`config.mk`:
```
export PLATFORM = sky130hd
export DESIGN_NAME = desc_mem_top
export DESIGN_NICKNAME = d
export VERILOG_FILES = /design/src/desc_pkg.sv /design/src/desc_write_path.sv /design/src/desc_store.sv /design/src/channel_launch.sv /design/src/desc_mem_top.sv
export SDC_FILE = /design/constraint.sdc
export NUM_CORES = 1
export LEC_CHECK = 0
export ABC_CLOCK_PERIOD_IN_PS = 8500
export BUFFER_PORTS_ARGS = -buffer_cell sky130_fd_sc_hd__buf_4
export CELL_PAD_IN_SITES_DETAIL_PLACEMENT = 0
export CELL_PAD_IN_SITES_GLOBAL_PLACEMENT = 1
export CORE_MARGIN = 10
export CORE_UTILIZATION = 39
export DETAILED_ROUTE_END_ITERATION = 10
export PLACE_DENSITY = 0.64
export SETUP_SLACK_MARGIN = 0.02
export SYNTH_ARGS = -nofsm -noshare
export SYNTH_HDL_FRONTEND = slang
export SYNTH_SLANG_ARGS = --single-unit
export TNS_END_PERCENT = 20
```
`constraint.sdc`:
```
create_clock -name CLK -period 8.5 [get_ports CLK]
set_clock_uncertainty 0.1 [all_clocks]
set_input_delay 0.85 -clock CLK [delete_from_list [all_inputs] [get_ports CLK]]
set_output_delay 0.85 -clock CLK [all_outputs]
set_load 0.1 [all_outputs]
```
`src/desc_pkg.sv`:
```
package desc_pkg;

  // ----------------------------------------------------------------------
  // table and bus widths
  // ----------------------------------------------------------------------
  localparam int ADDR_W     = 3;
  localparam int ENTRIES    = 1 << ADDR_W;  // eight descriptors
  localparam int CHAN_W     = 2;
  localparam int CHANNELS   = 1 << CHAN_W;
  localparam int DESC_W     = 66;           // tag + 64-bit payload
  localparam int BUS_W      = 64;
  localparam int CPU_W      = 32;
  localparam int BYTE_LEN_W = 24;
  localparam int WORD_LEN_W = 22;

  // ----------------------------------------------------------------------
  // descriptor field positions
  // ----------------------------------------------------------------------
  // origin tag in 65..64, bit 64 marks a DMA-written entry
  localparam int STARTED_BIT = 64;

  // control byte
  localparam int CTRL_MSB   = 63;
  localparam int CTRL_LSB   = 56;
  localparam int ATOMIC_BIT = 61;  // guard for DMA writes
  localparam int DIR_BIT    = 58;
  localparam int CHAN_MSB   = 57;
  localparam int CHAN_LSB   = 56;

  // byte length as the CPU presents it
  localparam int LEN_MSB = 55;
  localparam int LEN_LSB = 32;

  // CPU read returns the upper half
  localparam int CPU_RD_LSB = 32;

  // low address bits cleared on CPU writes
  localparam int ALIGN_BITS = 3;

  localparam logic [1:0] TAG_CPU = 2'b00;
  localparam logic [1:0] TAG_DMA = 2'b01;

  // ----------------------------------------------------------------------
  // vector types
  // ----------------------------------------------------------------------
  typedef logic [ADDR_W-1:0]     desc_addr_t;
  typedef logic [DESC_W-1:0]     desc_word_t;
  typedef logic [BUS_W-1:0]      bus_word_t;
  typedef logic [CPU_W-1:0]      cpu_word_t;
  typedef logic [BYTE_LEN_W-1:0] byte_len_t;
  typedef logic [WORD_LEN_W-1:0] word_len_t;
  typedef logic [CHAN_W-1:0]     chan_t;

endpackage

```
`src/desc_write_path.sv`:
```
`timescale 1ns/1ps

module desc_write_path (
  input  logic                 CLK,
  input  logic                 RST,
  // CPU side
  input  logic                 write_cpu,
  input  desc_pkg::desc_addr_t addr_cpu,
  input  desc_pkg::bus_word_t  in_cpu,
  output logic                 write_cpu_ack,
  // DMA side
  input  logic                 write_dma,
  input  desc_pkg::desc_addr_t w_addr_dma,
  input  desc_pkg::bus_word_t  in_dma,
  // registered request towards the store
  output logic                 wr_valid,
  output logic                 wr_from_dma,
  output desc_pkg::desc_addr_t wr_addr,
  output desc_pkg::desc_word_t wr_word,
  output desc_pkg::byte_len_t  wr_byte_len
);

  import desc_pkg::*;

  byte_len_t  cpu_len;
  word_len_t  cpu_len_words;
  desc_word_t cpu_word;
  desc_word_t dma_word;
  desc_word_t next_word;
  desc_addr_t next_addr;
  logic       cpu_accept;
  logic       any_accept;

  // ----------------------------------------------------------------------
  // arbitration
  // ----------------------------------------------------------------------
  // DMA always wins, CPU waits out its own ack cycle
  assign cpu_accept = write_cpu && !write_dma && !write_cpu_ack;
  assign any_accept = write_dma || cpu_accept;

  // ----------------------------------------------------------------------
  // length rounding and packing
  // ----------------------------------------------------------------------
  assign cpu_len = in_cpu[LEN_MSB:LEN_LSB];

  // bytes to 32-bit words, any partial word counts
  assign cpu_len_words = cpu_len[BYTE_LEN_W-1:2] + word_len_t'(|cpu_len[1:0]);

  assign cpu_word = {
    TAG_CPU,
    in_cpu[CTRL_MSB:CTRL_LSB],
    cpu_len_words,
    2'b00,                              // spare bits 33..32
    in_cpu[CPU_W-1:ALIGN_BITS],
    {ALIGN_BITS{1'b0}}                  // 8-byte aligned address
  };

  assign dma_word = {TAG_DMA, in_dma};  // marks the entry as started

  assign next_word = write_dma ? dma_word : cpu_word;
  assign next_addr = write_dma ? w_addr_dma : addr_cpu;

  // ----------------------------------------------------------------------
  // request register, one cycle ahead of the commit
  // ----------------------------------------------------------------------
  always_ff @(posedge CLK)
  begin
    if (!RST)
    begin
      write_cpu_ack <= 1'b0;
      wr_valid      <= 1'b0;
      wr_from_dma   <= 1'b0;
    end
    else
    begin
      write_cpu_ack <= cpu_accept;   // single-cycle pulse
      wr_valid      <= any_accept;
      wr_from_dma   <= write_dma;
    end
  end

  always_ff @(posedge CLK)
  begin
    if (any_accept)
    begin
      wr_addr     <= next_addr;
      wr_word     <= next_word;
      wr_byte_len <= cpu_len;        // only kept by the store on CPU commits
    end
  end

  // ack is a pulse, the CPU needs a fresh acceptance for every write
  a_ack_single : assert property (
    @(posedge CLK) disable iff (!RST)
    write_cpu_ack |=> !write_cpu_ack
  ) else $error("write_cpu_ack high for two cycles");

endmodule

```
`src/desc_store.sv`:
```
`timescale 1ns/1ps

module desc_store (
  input  logic                 CLK,
  input  logic                 RST,
  // read requests
  input  logic                 read_cpu,
  input  logic                 read_dma,
  input  desc_pkg::desc_addr_t addr_cpu,
  input  desc_pkg::desc_addr_t r_addr_dma,
  // registered write request
  input  logic                 wr_valid,
  input  logic                 wr_from_dma,
  input  desc_pkg::desc_addr_t wr_addr,
  input  desc_pkg::desc_word_t wr_word,
  input  desc_pkg::byte_len_t  wr_byte_len,
  // read results
  output logic                 read_cpu_ack,
  output desc_pkg::cpu_word_t  out_cpu,
  output desc_pkg::bus_word_t  out_dma,
  // channel launch request
  output logic                 launch,
  output desc_pkg::byte_len_t  launch_len
);

  import desc_pkg::*;

  desc_word_t desc_mem [ENTRIES];
  byte_len_t  len_mem  [ENTRIES];

  logic       stored_atomic;
  logic       started;
  logic       commit;
  logic       cpu_rd_accept;
  logic       read_dma_q;
  desc_addr_t read_addr;
  desc_word_t read_word;

  // ----------------------------------------------------------------------
  // commit rule
  // ----------------------------------------------------------------------
  assign stored_atomic = desc_mem[wr_addr][ATOMIC_BIT];
  assign started       = desc_mem[wr_addr][STARTED_BIT];

  // DMA writes land only if their atomic strobe matches the entry
  assign commit = wr_valid && (!wr_from_dma || (wr_word[ATOMIC_BIT] == stored_atomic));

  // first effective DMA write after a CPU write
  assign launch     = commit && wr_from_dma && !started;
  assign launch_len = len_mem[wr_addr];

  always_ff @(posedge CLK)
  begin
    if (!RST)
    begin
      for (int i = 0; i < ENTRIES; i++)
      begin
        desc_mem[i] <= '0;
        len_mem[i]  <= '0;
      end
    end
    else if (commit)
    begin
      desc_mem[wr_addr] <= wr_word;
      if (!wr_from_dma)
        len_mem[wr_addr] <= wr_byte_len;  // byte length only from the CPU
    end
  end

  // ----------------------------------------------------------------------
  // read side, DMA has priority
  // ----------------------------------------------------------------------
  assign cpu_rd_accept = read_cpu && !read_dma && !read_cpu_ack;
  assign read_word     = desc_mem[read_addr];

  always_ff @(posedge CLK)
  begin
    if (!RST)
    begin
      read_dma_q   <= 1'b0;
      read_cpu_ack <= 1'b0;
      read_addr    <= '0;
      out_dma      <= '0;
      out_cpu      <= '0;
    end
    else
    begin
      read_dma_q   <= read_dma;
      read_cpu_ack <= cpu_rd_accept;

      if (read_dma)
        read_addr <= r_addr_dma;
      else if (cpu_rd_accept)
        read_addr <= addr_cpu;

      // outputs hold between reads
      if (read_dma_q)
        out_dma <= read_word[BUS_W-1:0];
      if (read_cpu_ack)
        out_cpu <= read_word[CPU_RD_LSB +: CPU_W];
    end
  end

  a_cpu_read_yields : assert property (
    @(posedge CLK) disable iff (!RST)
    $rose(read_cpu_ack) |-> !$past(read_dma)
  ) else $error("CPU read acknowledged over a DMA read");

endmodule

```
`src/channel_launch.sv`:
```
`timescale 1ns/1ps

module channel_launch (
  input  logic                CLK,
  input  logic                RST,
  input  logic                launch,
  input  desc_pkg::chan_t     launch_chan,
  input  logic                launch_dir,
  input  desc_pkg::byte_len_t launch_len,
  // channel 0
  output desc_pkg::byte_len_t len_0,
  output logic                dir_0,
  output logic                en_stb_0,
  // channel 1
  output desc_pkg::byte_len_t len_1,
  output logic                dir_1,
  output logic                en_stb_1,
  // channel 2
  output desc_pkg::byte_len_t len_2,
  output logic                dir_2,
  output logic                en_stb_2,
  // channel 3
  output desc_pkg::byte_len_t len_3,
  output logic                dir_3,
  output logic                en_stb_3
);

  import desc_pkg::*;

  byte_len_t         len_q [CHANNELS];
  logic              dir_q [CHANNELS];
  logic              stb_q [CHANNELS];
  logic [CHANNELS-1:0] stb_vec;

  // ----------------------------------------------------------------------
  // launch registers, one set per channel
  // ----------------------------------------------------------------------
  always_ff @(posedge CLK)
  begin
    if (!RST)
    begin
      for (int c = 0; c < CHANNELS; c++)
      begin
        len_q[c] <= '0;
        dir_q[c] <= 1'b0;
        stb_q[c] <= 1'b0;
      end
    end
    else if (launch)
    begin
      len_q[launch_chan] <= launch_len;
      dir_q[launch_chan] <= launch_dir;
      stb_q[launch_chan] <= !stb_q[launch_chan];  // toggle, not a pulse
    end
  end

  assign len_0 = len_q[0];
  assign len_1 = len_q[1];
  assign len_2 = len_q[2];
  assign len_3 = len_q[3];

  assign dir_0 = dir_q[0];
  assign dir_1 = dir_q[1];
  assign dir_2 = dir_q[2];
  assign dir_3 = dir_q[3];

  assign en_stb_0 = stb_q[0];
  assign en_stb_1 = stb_q[1];
  assign en_stb_2 = stb_q[2];
  assign en_stb_3 = stb_q[3];

  assign stb_vec = {en_stb_3, en_stb_2, en_stb_1, en_stb_0};

  a_one_launch : assert property (
    @(posedge CLK) disable iff (!RST)
    $onehot0(stb_vec ^ $past(stb_vec))
  ) else $error("more than one channel launched in a cycle");

endmodule

```
`src/desc_mem_top.sv`:
```
`timescale 1ns/1ps

module desc_mem_top (
  input  logic                 CLK,
  input  logic                 RST,
  // ----------------------------------------------------------------------
  // CPU port
  input  logic                 read_cpu,
  input  logic                 write_cpu,
  output logic                 read_cpu_ack,
  output logic                 write_cpu_ack,
  input  desc_pkg::desc_addr_t addr_cpu,
  input  desc_pkg::bus_word_t  in_cpu,
  output desc_pkg::cpu_word_t  out_cpu,
  // ----------------------------------------------------------------------
  // DMA port
  input  logic                 read_dma,
  input  logic                 write_dma,
  input  desc_pkg::desc_addr_t r_addr_dma,
  input  desc_pkg::desc_addr_t w_addr_dma,
  input  desc_pkg::bus_word_t  in_dma,
  output desc_pkg::bus_word_t  out_dma,
  // ----------------------------------------------------------------------
  // channel launch outputs
  output desc_pkg::byte_len_t  len_0,
  output logic                 dir_0,
  output logic                 en_stb_0,
  output desc_pkg::byte_len_t  len_1,
  output logic                 dir_1,
  output logic                 en_stb_1,
  output desc_pkg::byte_len_t  len_2,
  output logic                 dir_2,
  output logic                 en_stb_2,
  output desc_pkg::byte_len_t  len_3,
  output logic                 dir_3,
  output logic                 en_stb_3
);

  import desc_pkg::*;

  logic       wr_valid;
  logic       wr_from_dma;
  desc_addr_t wr_addr;
  desc_word_t wr_word;
  byte_len_t  wr_byte_len;
  logic       launch;
  byte_len_t  launch_len;

  desc_write_path u_write_path (
    .CLK, .RST,
    .write_cpu, .addr_cpu, .in_cpu, .write_cpu_ack,
    .write_dma, .w_addr_dma, .in_dma,
    .wr_valid, .wr_from_dma, .wr_addr, .wr_word, .wr_byte_len
  );

  desc_store u_store (
    .CLK, .RST,
    .read_cpu, .read_dma, .addr_cpu, .r_addr_dma,
    .wr_valid, .wr_from_dma, .wr_addr, .wr_word, .wr_byte_len,
    .read_cpu_ack, .out_cpu, .out_dma,
    .launch, .launch_len
  );

  // channel and direction come straight from the word being committed
  channel_launch u_launch (
    .CLK, .RST,
    .launch,
    .launch_chan (wr_word[CHAN_MSB:CHAN_LSB]),
    .launch_dir  (wr_word[DIR_BIT]),
    .launch_len,
    .len_0, .dir_0, .en_stb_0,
    .len_1, .dir_1, .en_stb_1,
    .len_2, .dir_2, .en_stb_2,
    .len_3, .dir_3, .en_stb_3
  );

endmodule

```
==> metrics.md <==
| Metric | Value |
|---|---|
| Vias per cell | approximately 5.4 |
| Starting DRT DRC Count | 2161 |
| Root Driver | clkbuf_16 |
| Row Count | roughly 120 |
| Post-CTS setup buffer count | 0 |
| Endpoints failing setup | 0 |
| H-tree levels | 3 |
| Most frequent cell after synthesis | edfxtp_1 |
| Psw | 3.14 mW |
| Drt first pass iters | 5 |
| Fin crit share | between 50 and 60% |
| DRC viols | 0 |
| CP max stage delay | 0.94 ns |
| Synth top cells by count | edfxtp_1 (902), and2_1 (442), nor3_1 (274) |
| Post-cts sizing count | 0 |
| Net Count, Synth | 2977 |
| Cell repeated most along the worst path | buf_4 |
| CP endpoint | u_store.desc_mem[6][2] |
| Arrival time at the worst endpoint | about 5.2 ns |
| Hold Vio Cnt, Final | 0 |
| Port bufs | 341 |
| Global-route wire length before repair | between 150 and 200 mm |
| Area grow syn2layout | 18.1% |
| CP Class | flop to flop |
| Static leakage | between 15 and 20 nW |
| RePlAce Congestion | around 0.77 |
| TritonCTS Buffers | 110 |
| Sequential area share after synthesis | 68.0% |
| CTS sink cnt | 1020 |
| RR Endpoint | u_store.desc_mem[6][2] |
| Remaining antenna violation count | 0 |
| VDD IR-drop max | 154 uV |
| MaxCap Viol Count | 0 |
| Pint | approximately 9.0 mW |
| DRT Wirelength | 124 mm |
| Number of flops mapped to enable cells by yosys | 902 |
| Max Fanout on Critical Path | 89 |
| Final #Nets | between 3000 and 4000 |
| Synth top area share | a little over three fifths |
| Cell family with most CP delay | buffers and inverters |
| R2R Setup Slk | ~3.6 ns |
| HP Class | input pin to flop |
| Clock buffer depth | 3 |
| Ys async rst share | 0% |
| Clk Latency, worst-skew pair | between 0.7 and 0.8 ns |
| Synth area leaders | edfxtp_1 (63%), mux4_2 (9.4%), and2_1 (6.4%), dfxtp_1 (5.5%), nor3_1 (3.2%) |
| DR WL/cell | around 26 um |
| Syn Inst Count | between 2000 and 3000 |
| Worst reg2reg path depth | 6 |
| Initial antenna violation count | 9 |
| Switch share | ~26% |
| CTS tree | built |
| FMAX | between 200 and 250 MHz |
| Register bit total from synthesis | between 1000 and 1500 |
| Post-DP HPWL | about 72 mm |
| Share of layout cells above drive strength 1 | around a quarter |
| Setup TNS | 0 ns |
| Netlist Area Pre-Place | around 43000 um2 |
| Pins over their slew limit | 0 |
| Final worst path period need | 4.93 ns |
| YS warnings | 0 |
| Worst EP required | around 8.8 ns |
| Slew @ Worst Pin | 1.20 ns |
| Clock-pin slew on the worst setup and hold paths | approximately 0.06 ns |
| Chip height | approximately 350 um |
| # IOs | ~350 |
| Clock Power Share | between 30% and 40% |
| Critical path launch point type | flop |
| Die Area | around 120000 um2 |
| Comb pwr share | 11.3% |
| Via count | between 20000 and 30000 |
| WP depth | 6 |
| Cell variety after synth | 37 |
| Total GRT Usage | between 15 and 20% |
| Pwr per Cell Area | between 200 and 250 nW/um2 |
| Status | complete, no violations |
| Total power | approximately 12 mW |
| Largest net degree at the start of global routing | 90 |
| Core area | approximately 110000 um2 |
| Buf+Inv Stages, Crit Path | 2 |
| RSZ-0062 raised after global routing | no |
| Hold_buf cts | 0 |
| Top FF cell, synth | edfxtp_1 |
| Die X | between 300 and 400 um |
| Seq pwr share | 48.7% |
| Setup crit end kind | flop |
| Vias in the first global route | between 20000 and 30000 |
| Critical-path top delay cell | dfxtp_4 |
| Grt total ovfl | 0 |
| Synthesized area per cell | approximately 15 um2 |
| Starting Density | 39.2% |
| Critical-path cell list | mux4_2, xnor2_4, and2_4, buf_4, buf_4, nor3_1 |
| Post-synth top area cell | edfxtp_1 |
| Relative slew slack | about 20% |
## cell type report
| type | instances | area, um2 |
|---|---|---|
| flip-flops and latches | 1020 | 29500 |
| diodes | 3 | 7.51 |
| fillers | 9754 | 59400 |
| clock inverters | 61 | 628 |
| well taps | 1488 | 1860 |
| inverters | 6 | 25.0 |
| repair buffers | 396 | 2980 |
| clock buffers | 145 | 3060 |
| multi-input cells | 1582 | 13100 |
## how the worst min path moves through the flow
| stage | to | cells past startpoint | startpoint |
|---|---|---|---|
| floorplan | flop | 3 | u_store.read_addr[0] |
| global placement | u_write_path.write_cpu_ack | 1 | u_write_path.write_cpu_ack |
| detailed placement | u_write_path.write_cpu_ack | 1 | u_write_path.write_cpu_ack |
| CTS | u_write_path.wr_byte_len[0] | 1 | in_cpu[32] |
| global route | u_write_path.wr_byte_len[0] | 1 | in_cpu[32] |
| finish | u_write_path.wr_byte_len[0] | 1 | in_cpu[32] |
## power groups by stage
| stage | combinational [mW] | sequential [mW] | clock, mW |
|---|---|---|---|
| floorplan | 0.629 | 6.28 | 0 |
| CTS | 1.39 | 5.90 | 4.94 |
| detailed placement | 1.39 | 6.01 | 0 |
| finish | 1.37 | 5.90 | 4.84 |
| global placement | 1.38 | 5.99 | 0 |
| global route | 1.44 | 5.93 | 5.14 |
## sequential cells by signal, indices dropped and copies added (netlist names), named ones only
name and count:
u_launch.dir_q 4, u_store.len_mem 192, u_write_path.wr_from_dma 1, u_store.read_cpu_ack 1, u_write_path.wr_valid 1, u_write_path.wr_word 65
u_launch.stb_q 4, u_store.desc_mem 520, u_write_path.wr_addr 3, u_launch.len_q 96, u_store.read_addr 3, u_write_path.wr_byte_len 24
u_store.read_dma_q 1, u_store.out_dma 64, u_store.out_cpu 32, u_write_path.write_cpu_ack 1
## worst reg2reg max path, cell delays in order (launching register included)
cell and delay, ns:
dfxtp_4 0.94, mux4_2 0.71, xnor2_4 0.39, and2_4 0.68, buf_4 0.69, buf_4 0.88
nor3_1 0.22
## through the flow
step	cell area, um2	worst slack, ns	util [%]	cells	hold slack [ns]
finish	51100	3.57	46.3	4701	0.255
global route	51100	3.35	46.3	4700	0.222
CTS	51100	3.54	46.3	4698	0.206
detailed placement	47500	3.58	42.9	4492	0.351
global placement	47500	3.68	42.9	4492	0.343
floorplan	43300	1.15	-	2832	0.421
## per-layer routing
layer	up-vias	GRT usage (%)	part of all wire (%)
li1	11200	-	-
met1	13300	25.0	41
met2	884	33.3	50
met3	166	3.65	6.9
met4	4	5.64	2.3
met5	-	0	0.027
## placed cells by master (no fill, tap or decap), types with 8 or more instances in the layout
master and instances:
xnor2_1 11, mux2_2 47, nand2_1 203, o211a_1 96, mux4_2 180, clkinv_2 20
o21ai_0 23, dfxtp_1 111, nor2_1 107, nand2b_2 8, buf_4 395, edfxtp_1 902
clkbuf_1 22, clkbuf_16 114, nor3_1 266, nor4b_1 18, o31ai_4 9, nand2b_1 8
clkinv_1 17, clkbuf_8 9, mux2i_1 102, and2_1 441, xor2_1 10, bufinv_16 10
## cell families after synthesis
kind of cell | after synthesis | synth area share (%)
compound gates | 137 | 2.95
xor+xnor | 22 | 0.488
fa+ha+maj | 2 | 0.0578
buf+inv | 230 | 2.23
flops | 1020 | 68.0
mux | 329 | 12.9
simple gates | 1092 | 13.3
No activity file was read; power rests on OpenSTA's default activity.
